==> src/design/vlane_cfg.svh <==
`ifndef VLANE_CFG_SVH
`define VLANE_CFG_SVH

////////////////////
// Datapath geometry

`define VLANE_NUM 8    // Multiples of 4 also work
`define LANE_W    32

////////////////////
// APB register map

`define APB_AW    4
`define REG_CTRL  4'h0
`define REG_XDATA 4'h4
`define REG_IMM   4'h8

`endif

==> src/design/vlane_pkg.sv <==
`include "vlane_cfg.svh"

package vlane_pkg;

   // Element width, 3 decodes as SEW8
   typedef enum logic [1:0]
   {
      SEW8  = 2'd0,
      SEW16 = 2'd1,
      SEW32 = 2'd2
   } sew_e;

   typedef enum logic [2:0]
   {
      ADD = 3'd0,
      SUB = 3'd1,
      AND = 3'd2,
      OR  = 3'd3,
      XOR = 3'd4
   } alu_op_e;                      // 5 to 7 give zero

   typedef enum logic [1:0]
   {
      VEC   = 2'd0,
      XDATA = 2'd1,
      IMM   = 2'd2
   } op2_src_e;                     // 3 falls back to VEC

   // Whole word for the ALU, bytes for gather and scatter
   typedef union packed
   {
      logic [`LANE_W-1:0]        word;
      logic [`LANE_W/8-1:0][7:0] bytes;
   } lane_word_u;

endpackage

==> src/design/lane_operand_gather.sv <==
`timescale 1ns/1ps
`include "vlane_cfg.svh"

module lane_operand_gather
(
   input  logic                                   clk_i,
   input  logic                                   rst_i,
   input  logic                                   valid_i,
   input  vlane_pkg::lane_word_u [`VLANE_NUM-1:0] vs1_i,
   input  vlane_pkg::lane_word_u [`VLANE_NUM-1:0] vs2_i,
   input  vlane_pkg::alu_op_e                     cfg_op_i,
   input  vlane_pkg::sew_e                        cfg_sew_i,
   input  vlane_pkg::op2_src_e                    cfg_src_i,
   input  logic [31:0]                            cfg_x_i,
   input  logic [4:0]                             cfg_imm_i,
   input  logic                                   cfg_slide_en_i,
   input  logic                                   cfg_slide_dn_i,
   input  logic [2:0]                             cfg_slide_amt_i,
   output vlane_pkg::lane_word_u [`VLANE_NUM-1:0] a_o,
   output vlane_pkg::lane_word_u [`VLANE_NUM-1:0] b_o,
   output vlane_pkg::alu_op_e                     op_o,
   output vlane_pkg::sew_e                        sew_o,
   output logic                                   slide_en_o,
   output logic                                   slide_dn_o,
   output logic [2:0]                             slide_amt_o,
   output logic                                   valid_o
);

   import vlane_pkg::*;

   localparam int N  = `VLANE_NUM;
   localparam int NB = `LANE_W / 8;

   typedef lane_word_u [N-1:0] lane_vec_t;

   lane_vec_t   a_d;
   lane_vec_t   b_d;
   lane_vec_t   vs2_d;
   logic [31:0] x_rep;
   logic [31:0] imm_rep;

   // Slot s = h*G + m holds group m of byte row h, G = N/eb
   // Byte k of a slot comes from lane eb*m + k%eb, row h + eb*(k/eb)
   function automatic lane_vec_t gather(input lane_vec_t vs, input int eb);
      lane_vec_t slots;
      int        g;
      int        lane;
      int        row;
      g = N / eb;
      for (int s = 0; s < N; s++)
      begin
         for (int k = 0; k < NB; k++)
         begin
            lane = eb * (s % g) + k % eb;
            row  = s / g + eb * (k / eb);
            slots[s].bytes[k] = vs[lane].bytes[row];
         end
      end
      return slots;
   endfunction

   always_comb
   begin
      case (cfg_sew_i)
         SEW16:
         begin
            a_d     = gather(vs1_i, 2);
            vs2_d   = gather(vs2_i, 2);
            x_rep   = {2{cfg_x_i[15:0]}};
            imm_rep = {2{{11{cfg_imm_i[4]}}, cfg_imm_i}};
         end
         SEW32:
         begin
            a_d     = gather(vs1_i, 4);
            vs2_d   = gather(vs2_i, 4);
            x_rep   = cfg_x_i;
            imm_rep = {{27{cfg_imm_i[4]}}, cfg_imm_i};
         end
         default:                                       // SEW8 and reserved
         begin
            a_d     = vs1_i;
            vs2_d   = vs2_i;
            x_rep   = {4{cfg_x_i[7:0]}};
            imm_rep = {4{{3{cfg_imm_i[4]}}, cfg_imm_i}};
         end
      endcase

      case (cfg_src_i)
         XDATA:   b_d = {N{x_rep}};
         IMM:     b_d = {N{imm_rep}};
         default: b_d = vs2_d;
      endcase
   end

   always_ff @(posedge clk_i)
   begin
      if (!rst_i)
         valid_o <= 1'b0;
      else
         valid_o <= valid_i;
   end

   // Configuration is captured with the item
   always_ff @(posedge clk_i)
   begin
      if (valid_i)
      begin
         a_o         <= a_d;
         b_o         <= b_d;
         op_o        <= cfg_op_i;
         sew_o       <= cfg_sew_i;
         slide_en_o  <= cfg_slide_en_i;
         slide_dn_o  <= cfg_slide_dn_i;
         slide_amt_o <= cfg_slide_amt_i;
      end
   end

endmodule

==> src/design/lane_simd_alu.sv <==
`timescale 1ns/1ps
`include "vlane_cfg.svh"

module lane_simd_alu
(
   input  logic                                   clk_i,
   input  logic                                   rst_i,
   input  logic                                   valid_i,
   input  vlane_pkg::lane_word_u [`VLANE_NUM-1:0] a_i,
   input  vlane_pkg::lane_word_u [`VLANE_NUM-1:0] b_i,
   input  vlane_pkg::alu_op_e                     op_i,
   input  vlane_pkg::sew_e                        sew_i,
   input  logic                                   slide_en_i,
   input  logic                                   slide_dn_i,
   input  logic [2:0]                             slide_amt_i,
   output vlane_pkg::lane_word_u [`VLANE_NUM-1:0] res_o,
   output logic                                   valid_o,
   output logic                                   slide_en_o,
   output logic                                   slide_dn_o,
   output logic [2:0]                             slide_amt_o,
   output vlane_pkg::sew_e                        sew_o
);

   import vlane_pkg::*;

   localparam int N = `VLANE_NUM;

   lane_word_u [N-1:0] res_d;

   // Byte-wise ripple, carry reloaded at each element start
   function automatic logic [31:0] seg_add(input logic [31:0] a,
                                           input logic [31:0] b,
                                           input logic        sub,
                                           input sew_e        sew);
      logic [31:0] b_eff;
      logic [31:0] res;
      logic [8:0]  sum;
      logic        carry;
      logic        cut;
      b_eff = sub ? ~b : b;
      carry = sub;
      for (int k = 0; k < 4; k++)
      begin
         case (sew)
            SEW16:   cut = (k % 2 == 0);
            SEW32:   cut = (k == 0);
            default: cut = 1'b1;
         endcase
         if (cut)
            carry = sub;                               // Two's complement +1
         sum = {1'b0, a[8*k +: 8]} + {1'b0, b_eff[8*k +: 8]} + {8'd0, carry};
         res[8*k +: 8] = sum[7:0];
         carry = sum[8];
      end
      return res;
   endfunction

   always_comb
   begin
      for (int s = 0; s < N; s++)
      begin
         case (op_i)
            ADD:     res_d[s].word = seg_add(a_i[s].word, b_i[s].word, 1'b0, sew_i);
            SUB:     res_d[s].word = seg_add(a_i[s].word, b_i[s].word, 1'b1, sew_i);
            AND:     res_d[s].word = a_i[s].word & b_i[s].word;
            OR:      res_d[s].word = a_i[s].word | b_i[s].word;
            XOR:     res_d[s].word = a_i[s].word ^ b_i[s].word;
            default: res_d[s].word = '0;
         endcase
      end
   end

   always_ff @(posedge clk_i)
   begin
      if (!rst_i)
         valid_o <= 1'b0;
      else
         valid_o <= valid_i;
   end

   always_ff @(posedge clk_i)
   begin
      if (valid_i)
      begin
         res_o       <= res_d;
         sew_o       <= sew_i;
         slide_en_o  <= slide_en_i;
         slide_dn_o  <= slide_dn_i;
         slide_amt_o <= slide_amt_i;
      end
   end

endmodule

==> src/design/result_scatter_slide.sv <==
`timescale 1ns/1ps
`include "vlane_cfg.svh"

module result_scatter_slide
(
   input  logic                                   clk_i,
   input  logic                                   rst_i,
   input  logic                                   valid_i,
   input  vlane_pkg::lane_word_u [`VLANE_NUM-1:0] res_i,
   input  vlane_pkg::sew_e                        sew_i,
   input  logic                                   slide_en_i,
   input  logic                                   slide_dn_i,
   input  logic [2:0]                             slide_amt_i,
   output vlane_pkg::lane_word_u [`VLANE_NUM-1:0] result_o,
   output logic                                   valid_o
);

   import vlane_pkg::*;

   localparam int N  = `VLANE_NUM;
   localparam int NB = `LANE_W / 8;

   typedef lane_word_u [N-1:0] lane_vec_t;

   lane_vec_t lanes_d;
   lane_vec_t slid_d;

   // Inverse of the gather map, slot byte back to lane and row
   function automatic lane_vec_t scatter(input lane_vec_t slots, input int eb);
      lane_vec_t lanes;
      int        g;
      int        lane;
      int        row;
      lanes = '0;
      g = N / eb;
      for (int s = 0; s < N; s++)
      begin
         for (int k = 0; k < NB; k++)
         begin
            lane = eb * (s % g) + k % eb;
            row  = s / g + eb * (k / eb);
            lanes[lane].bytes[row] = slots[s].bytes[k];
         end
      end
      return lanes;
   endfunction

   always_comb
   begin
      case (sew_i)
         SEW16:   lanes_d = scatter(res_i, 2);
         SEW32:   lanes_d = scatter(res_i, 4);
         default: lanes_d = res_i;
      endcase
   end

   ////////////////////
   // Lane rotate

   always_comb
   begin
      int src;
      for (int l = 0; l < N; l++)
      begin
         if (!slide_en_i)
            src = l;
         else if (slide_dn_i)
            src = (l + slide_amt_i) % N;               // Down takes from above
         else
            src = (l + N - slide_amt_i % N) % N;
         slid_d[l] = lanes_d[src];
      end
   end

   always_ff @(posedge clk_i)
   begin
      if (!rst_i)
         valid_o <= 1'b0;
      else
         valid_o <= valid_i;
   end

   always_ff @(posedge clk_i)
   begin
      if (valid_i)
         result_o <= slid_d;
   end

endmodule

==> src/design/vlane_cluster_top.sv <==
`timescale 1ns/1ps
`include "vlane_cfg.svh"

module vlane_cluster_top
(
   input  logic                                   clk_i,
   input  logic                                   rst_i,
   input  logic                                   psel_i,
   input  logic                                   penable_i,
   input  logic                                   pwrite_i,
   input  logic [`APB_AW-1:0]                     paddr_i,
   input  logic [31:0]                            pwdata_i,
   output logic [31:0]                            prdata_o,
   output logic                                   pready_o,
   output logic                                   pslverr_o,
   input  logic                                   valid_i,
   input  vlane_pkg::lane_word_u [`VLANE_NUM-1:0] vs1_i,
   input  vlane_pkg::lane_word_u [`VLANE_NUM-1:0] vs2_i,
   output vlane_pkg::lane_word_u [`VLANE_NUM-1:0] result_o,
   output logic                                   valid_o
);

   import vlane_pkg::*;

   // Register block to gather
   alu_op_e                     cfg_op;
   sew_e                        cfg_sew;
   op2_src_e                    cfg_src;
   logic [31:0]                 cfg_x;
   logic [4:0]                  cfg_imm;
   logic                        cfg_slide_en;
   logic                        cfg_slide_dn;
   logic [2:0]                  cfg_slide_amt;

   // Gather to ALU
   lane_word_u [`VLANE_NUM-1:0] g_a;
   lane_word_u [`VLANE_NUM-1:0] g_b;
   alu_op_e                     g_op;
   sew_e                        g_sew;
   logic                        g_slide_en;
   logic                        g_slide_dn;
   logic [2:0]                  g_slide_amt;
   logic                        g_valid;

   // ALU to scatter
   lane_word_u [`VLANE_NUM-1:0] alu_res;
   sew_e                        alu_sew;
   logic                        alu_slide_en;
   logic                        alu_slide_dn;
   logic [2:0]                  alu_slide_amt;
   logic                        alu_valid;

   vlane_csr_apb csr_inst
   (
      .clk_i           (clk_i),
      .rst_i           (rst_i),
      .psel_i          (psel_i),
      .penable_i       (penable_i),
      .pwrite_i        (pwrite_i),
      .paddr_i         (paddr_i),
      .pwdata_i        (pwdata_i),
      .prdata_o        (prdata_o),
      .pready_o        (pready_o),
      .pslverr_o       (pslverr_o),
      .cfg_op_o        (cfg_op),
      .cfg_sew_o       (cfg_sew),
      .cfg_src_o       (cfg_src),
      .cfg_x_o         (cfg_x),
      .cfg_imm_o       (cfg_imm),
      .cfg_slide_en_o  (cfg_slide_en),
      .cfg_slide_dn_o  (cfg_slide_dn),
      .cfg_slide_amt_o (cfg_slide_amt)
   );

   lane_operand_gather gather_inst
   (
      .clk_i           (clk_i),
      .rst_i           (rst_i),
      .valid_i         (valid_i),
      .vs1_i           (vs1_i),
      .vs2_i           (vs2_i),
      .cfg_op_i        (cfg_op),
      .cfg_sew_i       (cfg_sew),
      .cfg_src_i       (cfg_src),
      .cfg_x_i         (cfg_x),
      .cfg_imm_i       (cfg_imm),
      .cfg_slide_en_i  (cfg_slide_en),
      .cfg_slide_dn_i  (cfg_slide_dn),
      .cfg_slide_amt_i (cfg_slide_amt),
      .a_o             (g_a),
      .b_o             (g_b),
      .op_o            (g_op),
      .sew_o           (g_sew),
      .slide_en_o      (g_slide_en),
      .slide_dn_o      (g_slide_dn),
      .slide_amt_o     (g_slide_amt),
      .valid_o         (g_valid)
   );

   lane_simd_alu alu_inst
   (
      .clk_i       (clk_i),
      .rst_i       (rst_i),
      .valid_i     (g_valid),
      .a_i         (g_a),
      .b_i         (g_b),
      .op_i        (g_op),
      .sew_i       (g_sew),
      .slide_en_i  (g_slide_en),
      .slide_dn_i  (g_slide_dn),
      .slide_amt_i (g_slide_amt),
      .res_o       (alu_res),
      .valid_o     (alu_valid),
      .slide_en_o  (alu_slide_en),
      .slide_dn_o  (alu_slide_dn),
      .slide_amt_o (alu_slide_amt),
      .sew_o       (alu_sew)
   );

   result_scatter_slide scatter_inst
   (
      .clk_i       (clk_i),
      .rst_i       (rst_i),
      .valid_i     (alu_valid),
      .res_i       (alu_res),
      .sew_i       (alu_sew),
      .slide_en_i  (alu_slide_en),
      .slide_dn_i  (alu_slide_dn),
      .slide_amt_i (alu_slide_amt),
      .result_o    (result_o),
      .valid_o     (valid_o)
   );

endmodule

==> src/design/vlane_csr_apb.sv <==
`timescale 1ns/1ps
`include "vlane_cfg.svh"

module vlane_csr_apb
(
   input  logic                 clk_i,
   input  logic                 rst_i,
   input  logic                 psel_i,
   input  logic                 penable_i,
   input  logic                 pwrite_i,
   input  logic [`APB_AW-1:0]   paddr_i,
   input  logic [31:0]          pwdata_i,
   output logic [31:0]          prdata_o,
   output logic                 pready_o,
   output logic                 pslverr_o,
   output vlane_pkg::alu_op_e   cfg_op_o,
   output vlane_pkg::sew_e      cfg_sew_o,
   output vlane_pkg::op2_src_e  cfg_src_o,
   output logic [31:0]          cfg_x_o,
   output logic [4:0]           cfg_imm_o,
   output logic                 cfg_slide_en_o,
   output logic                 cfg_slide_dn_o,
   output logic [2:0]           cfg_slide_amt_o
);

   import vlane_pkg::*;

   // Op, sew, src, slide en/dn, slide amount
   localparam logic [31:0] CTRL_MASK = 32'h0007_3337;

   logic [31:0] ctrl_q;
   logic [31:0] xdata_q;
   logic [4:0]  imm_q;
   logic        sel_ctrl;
   logic        sel_xdata;
   logic        sel_imm;
   logic        addr_ok;
   logic        wr_en;

   assign sel_ctrl  = (paddr_i == `REG_CTRL);
   assign sel_xdata = (paddr_i == `REG_XDATA);
   assign sel_imm   = (paddr_i == `REG_IMM);
   assign addr_ok   = sel_ctrl | sel_xdata | sel_imm;
   assign wr_en     = psel_i & penable_i & pwrite_i & addr_ok;

   always_ff @(posedge clk_i)
   begin
      if (!rst_i)
      begin
         ctrl_q  <= '0;
         xdata_q <= '0;
         imm_q   <= '0;
      end
      else if (wr_en)
      begin
         if (sel_ctrl)
            ctrl_q <= pwdata_i & CTRL_MASK;
         if (sel_xdata)
            xdata_q <= pwdata_i;
         if (sel_imm)
            imm_q <= pwdata_i[4:0];
      end
   end

   always_comb
   begin
      prdata_o = '0;
      if (sel_ctrl)
         prdata_o = ctrl_q;
      else if (sel_xdata)
         prdata_o = xdata_q;
      else if (sel_imm)
         prdata_o = {27'd0, imm_q};
   end

   assign pready_o  = 1'b1;                             // Zero wait states
   assign pslverr_o = psel_i & penable_i & ~addr_ok;

   ////////////////////
   // Field decode

   assign cfg_op_o        = alu_op_e'(ctrl_q[2:0]);
   assign cfg_sew_o       = sew_e'(ctrl_q[5:4]);
   assign cfg_src_o       = op2_src_e'(ctrl_q[9:8]);
   assign cfg_slide_en_o  = ctrl_q[12];
   assign cfg_slide_dn_o  = ctrl_q[13];                 // Lane L takes L+amount
   assign cfg_slide_amt_o = ctrl_q[18:16];
   assign cfg_x_o         = xdata_q;
   assign cfg_imm_o       = imm_q;

endmodule

==> config.mk <==
export PLATFORM = sky130hd
export DESIGN_NAME = vlane_cluster_top
export DESIGN_NICKNAME = d
export VERILOG_FILES = /design/src/design/vlane_pkg.sv /design/src/design/lane_operand_gather.sv /design/src/design/lane_simd_alu.sv /design/src/design/result_scatter_slide.sv /design/src/design/vlane_cluster_top.sv /design/src/design/vlane_csr_apb.sv
export VERILOG_INCLUDE_DIRS = /design/src /design/src/design
export SDC_FILE = /design/constraint.sdc
export NUM_CORES = 2
export LEC_CHECK = 0
export BUFFER_PORTS_ARGS = -buffer_cell sky130_fd_sc_hd__buf_4
export CELL_PAD_IN_SITES_DETAIL_PLACEMENT = 2
export CELL_PAD_IN_SITES_GLOBAL_PLACEMENT = 2
export CORE_MARGIN = 3
export CORE_UTILIZATION = 25
export CTS_CLUSTER_SIZE = 10
export DETAILED_ROUTE_END_ITERATION = 10
export PLACE_DENSITY = 0.57
export SYNTH_ARGS = -nofsm -noshare
export SYNTH_HDL_FRONTEND = slang
export SYNTH_SLANG_ARGS = --single-unit
==> constraint.sdc <==
create_clock -name clk_i -period 6.6 [get_ports clk_i]
set_input_delay 0.33 -clock clk_i [delete_from_list [all_inputs] [get_ports clk_i]]
set_output_delay 0.33 -clock clk_i [all_outputs]
set_load 0.02 [all_outputs]
======== Word level (Yosys, flattened, before mapping) ========
Cells that the tools add are included.
word-level totals
  register bits after elaboration ......... 1093
  latch bits .............................. 0
  RAM bits ................................ 0
  memory bits (read-only) ................. 0
  input port bits ......................... 554
  output and inout port bits .............. 291
  word-level logic and storage cells ...... 418
  memories kept ........................... 0
cells by class
  add/subtract/negate cells ............... 143
  multipliers ............................. 0
  div/mod/pow operators ................... 0
  order comparisons ....................... 8
  equal/unequal tests ..................... 14
  shifts and indexed selects .............. 0
  mux-type cells .......................... 161
  bitwise logic cells ..................... 39
  reduce and logical (&&, ||, !) cells .... 6
operators by type and width
  operator             count
  $pmux 248 s2         3
  $pmux 32 s5          8
  $mux 32              26
  $bmux 32 s3          8
  $pmux 256 s2         1
  $add 8x8->9          48
  $add 9x1->9          48
  $and 32x32->32       8
  $lt 32x5->1 const B  8
  $not 32->32          8
  $or 32x32->32        8
  $xor 32x32->32       8
  $add 8x1->8          16
  $add 8x8->8          16
  $mux 1               104
  $pmux 32 s2          1
  $pmux 28 s2          1
  $mux 3               8
  $add 3x3->3 const A  4
  $sub 3x3->3 const A  4
  $eq 2x1->1 const B   4
  $eq 2x2->1 const B   4
  $add 2x3->3 const A  2
  $eq 3x2->1 const B   2
  other kinds (15)     23

======== Depth between registers and ports, before layout ========
  depth after elaboration ................. 14
  depth in mapped cells ................... 39
  gate-level depth less buffers ........... 38

======== Modules after synthesis ========
Synthesis repeated with hierarchy kept, for this count alone.
unflattened totals
  cells, all modules ...................... 9840
  area, all modules ....................... 90406.7 µm²
modules (own cells, without submodules)
  module                instances  cells each  area each (µm²)  sequential area each (µm²)
  lane_simd_alu         1          4905        40116.0          7917.6
  lane_operand_gather   1          2495        26903.3          15695.1
  result_scatter_slide  1          2185        21033.9          7707.4
  vlane_csr_apb         1          255         2353.5           980.9

======== Least setup slack after synthesis ========
Ideal clock, no wire load.
  path kind ............................... reg2reg
  from .................................... register gather_inst.a_o[32] in the netlist's numbering
  to ...................................... register alu_inst.res_o[62] in the netlist's numbering, data pin
  setup time .............................. 0.268 ns
  arrival ................................. 6.671 ns
  data required time ...................... 6.332 ns
  path slack .............................. -0.339 ns
  cell stages (with the launch flop) ...... 37
  buffers on the path ..................... 0
  period minus slack after synthesis ...... 6.939 ns
  path through ............................ edfxtp_1 -> inv_1 -> ha_1 -> inv_1 -> fa_1 -> nand2b_1 -> a21oi_1 -> nor2_1 -> o31ai_1 -> nor2_1 -> o21ba_2 -> o21ai_0 -> fa_1 -> fa_1 -> nand2b_1 -> a21oi_1 -> nor2_1 -> o31ai_1 -> or2_2 -> a21oi_1 -> o21ai_0 -> fa_1 -> fa_1 -> nand2b_1 -> a21oi_1 -> nor2_1 -> o31ai_1 -> a21oi_1 -> o21ai_0 -> fa_1 -> fa_1 -> a21oi_1 -> nor2_1 -> nor2_1 -> o31ai_1 -> a221oi_1 -> o32ai_1
RTL lines
  element                 line                        RTL
  from (decl)             lane_operand_gather.sv:19   output vlane_pkg::lane_word_u [`VLANE_NUM-1:0] a_o,
  from (signal assigned)  lane_operand_gather.sv:108  a_o <= a_d;
  to (signal assigned)    lane_simd_alu.sv:85         res_o <= res_d;
  to (decl)               lane_simd_alu.sv:16         output vlane_pkg::lane_word_u [`VLANE_NUM-1:0] res_o,

==> flow_metrics.py <==
metrics = {
    "clock_network": {
        "cts_tree": "built",
        "cts_max_level": 4,
        "cts_buffers": 151,
        "clk-insertion-delay-late_ns": 0.88,
        "cts.clk_slew.worst_paths_ns": 0.06,
        "root_buffer": "clkbuf_16",
        "clk_path_buf_depth": 4,
        "cts.sinks": 1093,
    },
    "logic_synthesis": {
        "synth_compound_area_share_pct": 25.8,
        "synth_top_area_share_pct": 34.8,
        "yosys.area_share.simple_pct": 9.95,
        "synth_top_cell_by_area": "edfxtp_1",
        "syn-num-nets": 11160,
        "synth-seq-cells": 1093,
        "ys_seq_area_share_pct": 35.9,
        "synth_cell_types": 86,
        "synth_area_leaders": "edfxtp_1 (35%), ha_1 (10%), a22oi_1 (5.7%)",
        "synth_ff_type": "edfxtp_1",
        "ys_warn_count": 0,
        "synth_mux_area_share_pct": 7.35,
        "async_flop_share_pct": 0,
        "synth_top_family_by_area": "compound AO/OA/AOI/OAI gates",
        "synth_fa_ha_area_share_pct": 12.9,
        "syn_area_um2": 89900,
        "synthXorXnorAreaFrac_pct": 1.31,
        "synth_edf_count": 1041,
        "avgSynthCellArea_um2": 9.22,
        "netlist_instances": 9749,
    },
    "global_route": {
        "grt_pass1_vias": 90857,
        "grt_max_degree": 249,
        "gr-total-overflow": 0,
        "grt_util_all_layers_pct": 28.5,
        "antenna_found_initial": 128,
        "grt_pass1_wl_um": 740000,
    },
    "flow_run": {
        "drv_cap": 1,
    },
    "timing": {
        "finalMaxSlewViolations": 4,
        "fin_crit_sh_pct": 110,
        "max-slew-margin-rel_pct": -0.659,
        "whs_ns": 0.00270,
        "final.min_clock_period_ns": 7.26,
        "worst_slew_pin_slew_ns": 1.51,
        "fin_skew_ns": 0.0537,
        "hold_violations": 0,
        "rsz0062_at_grt": "true",
        "max_freq_mhz": 138,
        "tns_ns": -16.14,
        "setup_viol": 48,
        "fin_ws_ns": -0.662,
    },
    "power_and_ir_drop": {
        "comb_power_share_pct": 29.7,
        "pwr-share-clk_pct": 33.4,
        "p_per_area_nw_per_um2": 200,
        "p_int_mw": 15.4,
        "p_leak_nw": 49.0,
        "power_frac_seq_pct": 37.0,
        "switching_share_pct": 35.1,
        "ir_worst_vdd_v": 0.000170,
        "power.switching_mw": 8.33,
    },
    "floorplanning": {
        "die_area_um2": 367000,
        "coreArea_um2": 357000,
        "rows": 219,
        "dieHeight_um": 606,
        "ioPinCount": 845,
        "die_w_um": 606,
        "start_util_pct": 25.2,
    },
    "worst_hold_path": {
        "min_from": "vs1_i[152]",
        "whs_path_depth": 3,
        "whs_endpoint": "gather_inst.a_o[152]$_DFFE_PP_",
        "hp-class": "primary input to flop",
    },
    "worst_setup_path": {
        "reg2reg_setup_slack_ns": -0.66,
        "critPathBufInv": 6,
        "worst-path-stages": 39,
        "r2r-start": "gather_inst.a_o[160]$_DFFE_PP_",
        "crit_type": "flop to flop",
        "startpoint_type": "flop",
        "critical_path_required_ns": 7.20,
        "setup.worst_path.start": "gather_inst.a_o[160]$_DFFE_PP_",
        "critPathMaxStageDelay_ns": 0.42,
        "cp-end-kind": "flop",
        "reg2reg_to": "alu_inst.res_o[190]$_DFFE_PP_",
        "r2r_cells": 39,
        "cpLargestDelayFamily": "compound AO/OA/AOI/OAI gates",
        "critical_path_arrival_ns": 7.87,
        "crit_fanout": 2,
        "cpMaxStageDelayCell": "edfxtp_1",
    },
    "routing": {
        "viasPerCell": 5.53,
        "totalWireLength_um": 544000,
        "drc": 0,
        "drtIter0Drc": 9608,
        "postRouteAntennaNets": 0,
        "firstDrtPassIters": 6,
        "wl_per_cell_um": 33.4,
        "vias": 89897,
    },
    "placement": {
        "place_inst": 15219,
        "hpwl_um": 429000,
        "dpl_cell_area_um2": 104000,
        "gp_congestion": 0.930,
        "portBuffers": 843,
    },
    "layout": {
        "utilization_pct": 33.2,
        "layout.cells.non_filler": 16255,
        "drive_above_1_share_pct": 23.5,
        "area_growth_pct": 31.7,
        "final_nets": 12790,
        "final_area_um2": 118000,
    },
    "run_status": {
        "outcome": "complete, but fails checks",
        "violations": "max-capacitance violations, max-slew violations, negative setup slack",
    },
}
## kinds of logic after synthesis
logic type,Yosys count
multiplexers,463
other,1
adder cells (fa/ha/maj),857
buffers and inverters,1500
flip-flops,1093
AND/OR/NAND/NOR,2137
XOR/XNOR,134
AO/OA/AOI/OAI,3564
## per-layer routing
metal	share of wire (%)	track usage, %	up-vias
met1	49	43.3	46960
li1	-	-	38954
met5	0.052	0	-
met4	3.6	8.94	44
met3	6.7	3.80	594
met2	41	41.1	3345
## stage by stage
stage               total power [mW]  worst slack [ns]
floorplan                       11.7           -0.0934
global route                    24.6            -0.889
global placement                14.7             -1.44
finish                          23.7            -0.662
detailed placement              15.0             -1.40
CTS                             23.6            -0.822
## state kept, by name, indices dropped and copies added, names as in the netlist, 3 cells and up
signal,flops
alu_inst.res_o,256
gather_inst.a_o,256
gather_inst.b_o,256
scatter_inst.result_o,256
csr_inst.cfg_x_o,32
csr_inst.ctrl_q,12
csr_inst.cfg_imm_o,5
alu_inst.slide_amt_o,3
gather_inst.op_o,3
gather_inst.slide_amt_o,3
## worst register-to-register path, delay by kind of cell (launching register included)
kind,cells,cell delay (ns)
and+or+nand+nor,5,0.37
AOI/OAI and AO/OA,20,3.43
DFF,1,0.42
buffers and inverters,6,0.45
adders and majority gates,8,2.31
## power by group through the flow
stage	clock (mW)	sequential, mW	combinational [mW]
after floorplan	0	8.59	3.06
after global placement	0	8.87	5.86
after detailed placement	0	8.89	6.07
after CTS	8.12	8.75	6.68
after global routing	8.34	8.78	7.49
final	7.92	8.77	7.04
## Yosys cell counts, types with 17 or more instances
| library cell | number |
|---|---|
| a22oi_1 | 685 |
| nor2b_1 | 66 |
| o21a_1 | 26 |
| mux4_2 | 153 |
| nor3_1 | 117 |
| and2_1 | 22 |
| a32oi_1 | 23 |
| buf_1 | 80 |
| a221o_1 | 71 |
| o221ai_1 | 55 |
| nand2b_1 | 57 |
| ha_1 | 745 |
| mux2i_1 | 264 |
| o31ai_1 | 50 |
| fa_1 | 112 |
| o21ai_0 | 943 |
| nor4_1 | 17 |
| a22o_1 | 130 |
| or2_2 | 17 |
| buf_2 | 239 |
| a21o_1 | 316 |
| and3_1 | 31 |
| edfxtp_1 | 1041 |
| dfxtp_1 | 52 |
| nand3_1 | 51 |
| o311ai_0 | 17 |
| nand2_1 | 1067 |
| inv_1 | 722 |
| a211oi_1 | 83 |
| or3_1 | 28 |
| a21oi_1 | 716 |
| nor2_1 | 633 |
| o211ai_1 | 103 |
| a2111oi_0 | 17 |
| o21bai_1 | 66 |
| o32a_1 | 18 |
| a31oi_1 | 40 |
| buf_4 | 18 |
| o22ai_1 | 52 |
| mux2_2 | 46 |
| a21boi_0 | 46 |
| xnor2_1 | 77 |
| clkbuf_1 | 425 |
| xor2_1 | 57 |
## cell usage in the layout (no fill, tap or decap), types with 41 or more instances in the layout
cell type,count
inv_1,672
nor3_1,99
nand3_1,50
fa_2,111
a221o_1,70
a21o_1,316
o21ai_0,868
a22o_1,130
dlygate4sd3_1,538
a21oi_2,103
buf_4,1650
o211ai_1,103
o221ai_1,48
mux4_2,153
nor2_1,580
mux2i_1,263
a22oi_1,682
o21bai_1,50
ha_1,722
nand2_1,1058
dfxtp_1,50
nand2b_1,48
a21boi_0,45
xor2_1,55
nor2b_1,56
edfxtp_1,1041
o22ai_1,45
inv_2,47
o21ai_1,41
xnor2_1,73
clkbuf_16,151
nor2_2,43
a21oi_1,601
mux2_2,45
a211oi_1,73
## worst max path at each step
stage                                         end
global route        alu_inst.res_o[190]$_DFFE_PP_
floorplan            alu_inst.res_o[62]$_DFFE_PP_
global placement    alu_inst.res_o[126]$_DFFE_PP_
detailed placement  alu_inst.res_o[222]$_DFFE_PP_
CTS                 alu_inst.res_o[190]$_DFFE_PP_
finish              alu_inst.res_o[190]$_DFFE_PP_
## final cells by class
class	instances	area [µm²]
multi-input combinational	7156	54000
timing repair buffer	2252	18800
sequential	1093	32300
antenna	40	100
inverter	725	2740
fill	39111	238000
clock buffer	180	3930
clock inverter	58	619
tap	4751	5940
## repair_timing
item / 4_1_cts / 5_1_grt
hold buffers: 538 / 0
pin swaps: 241 / 315
setup endpoints to repair: 66 / 68
endpoints found under the hold margin: 481 / 0
setup buffers: 180 / 79
gates cloned: 0 / 0
gates resized for setup: 402 / 267
No activity file was read; power rests on OpenSTA's default activity.
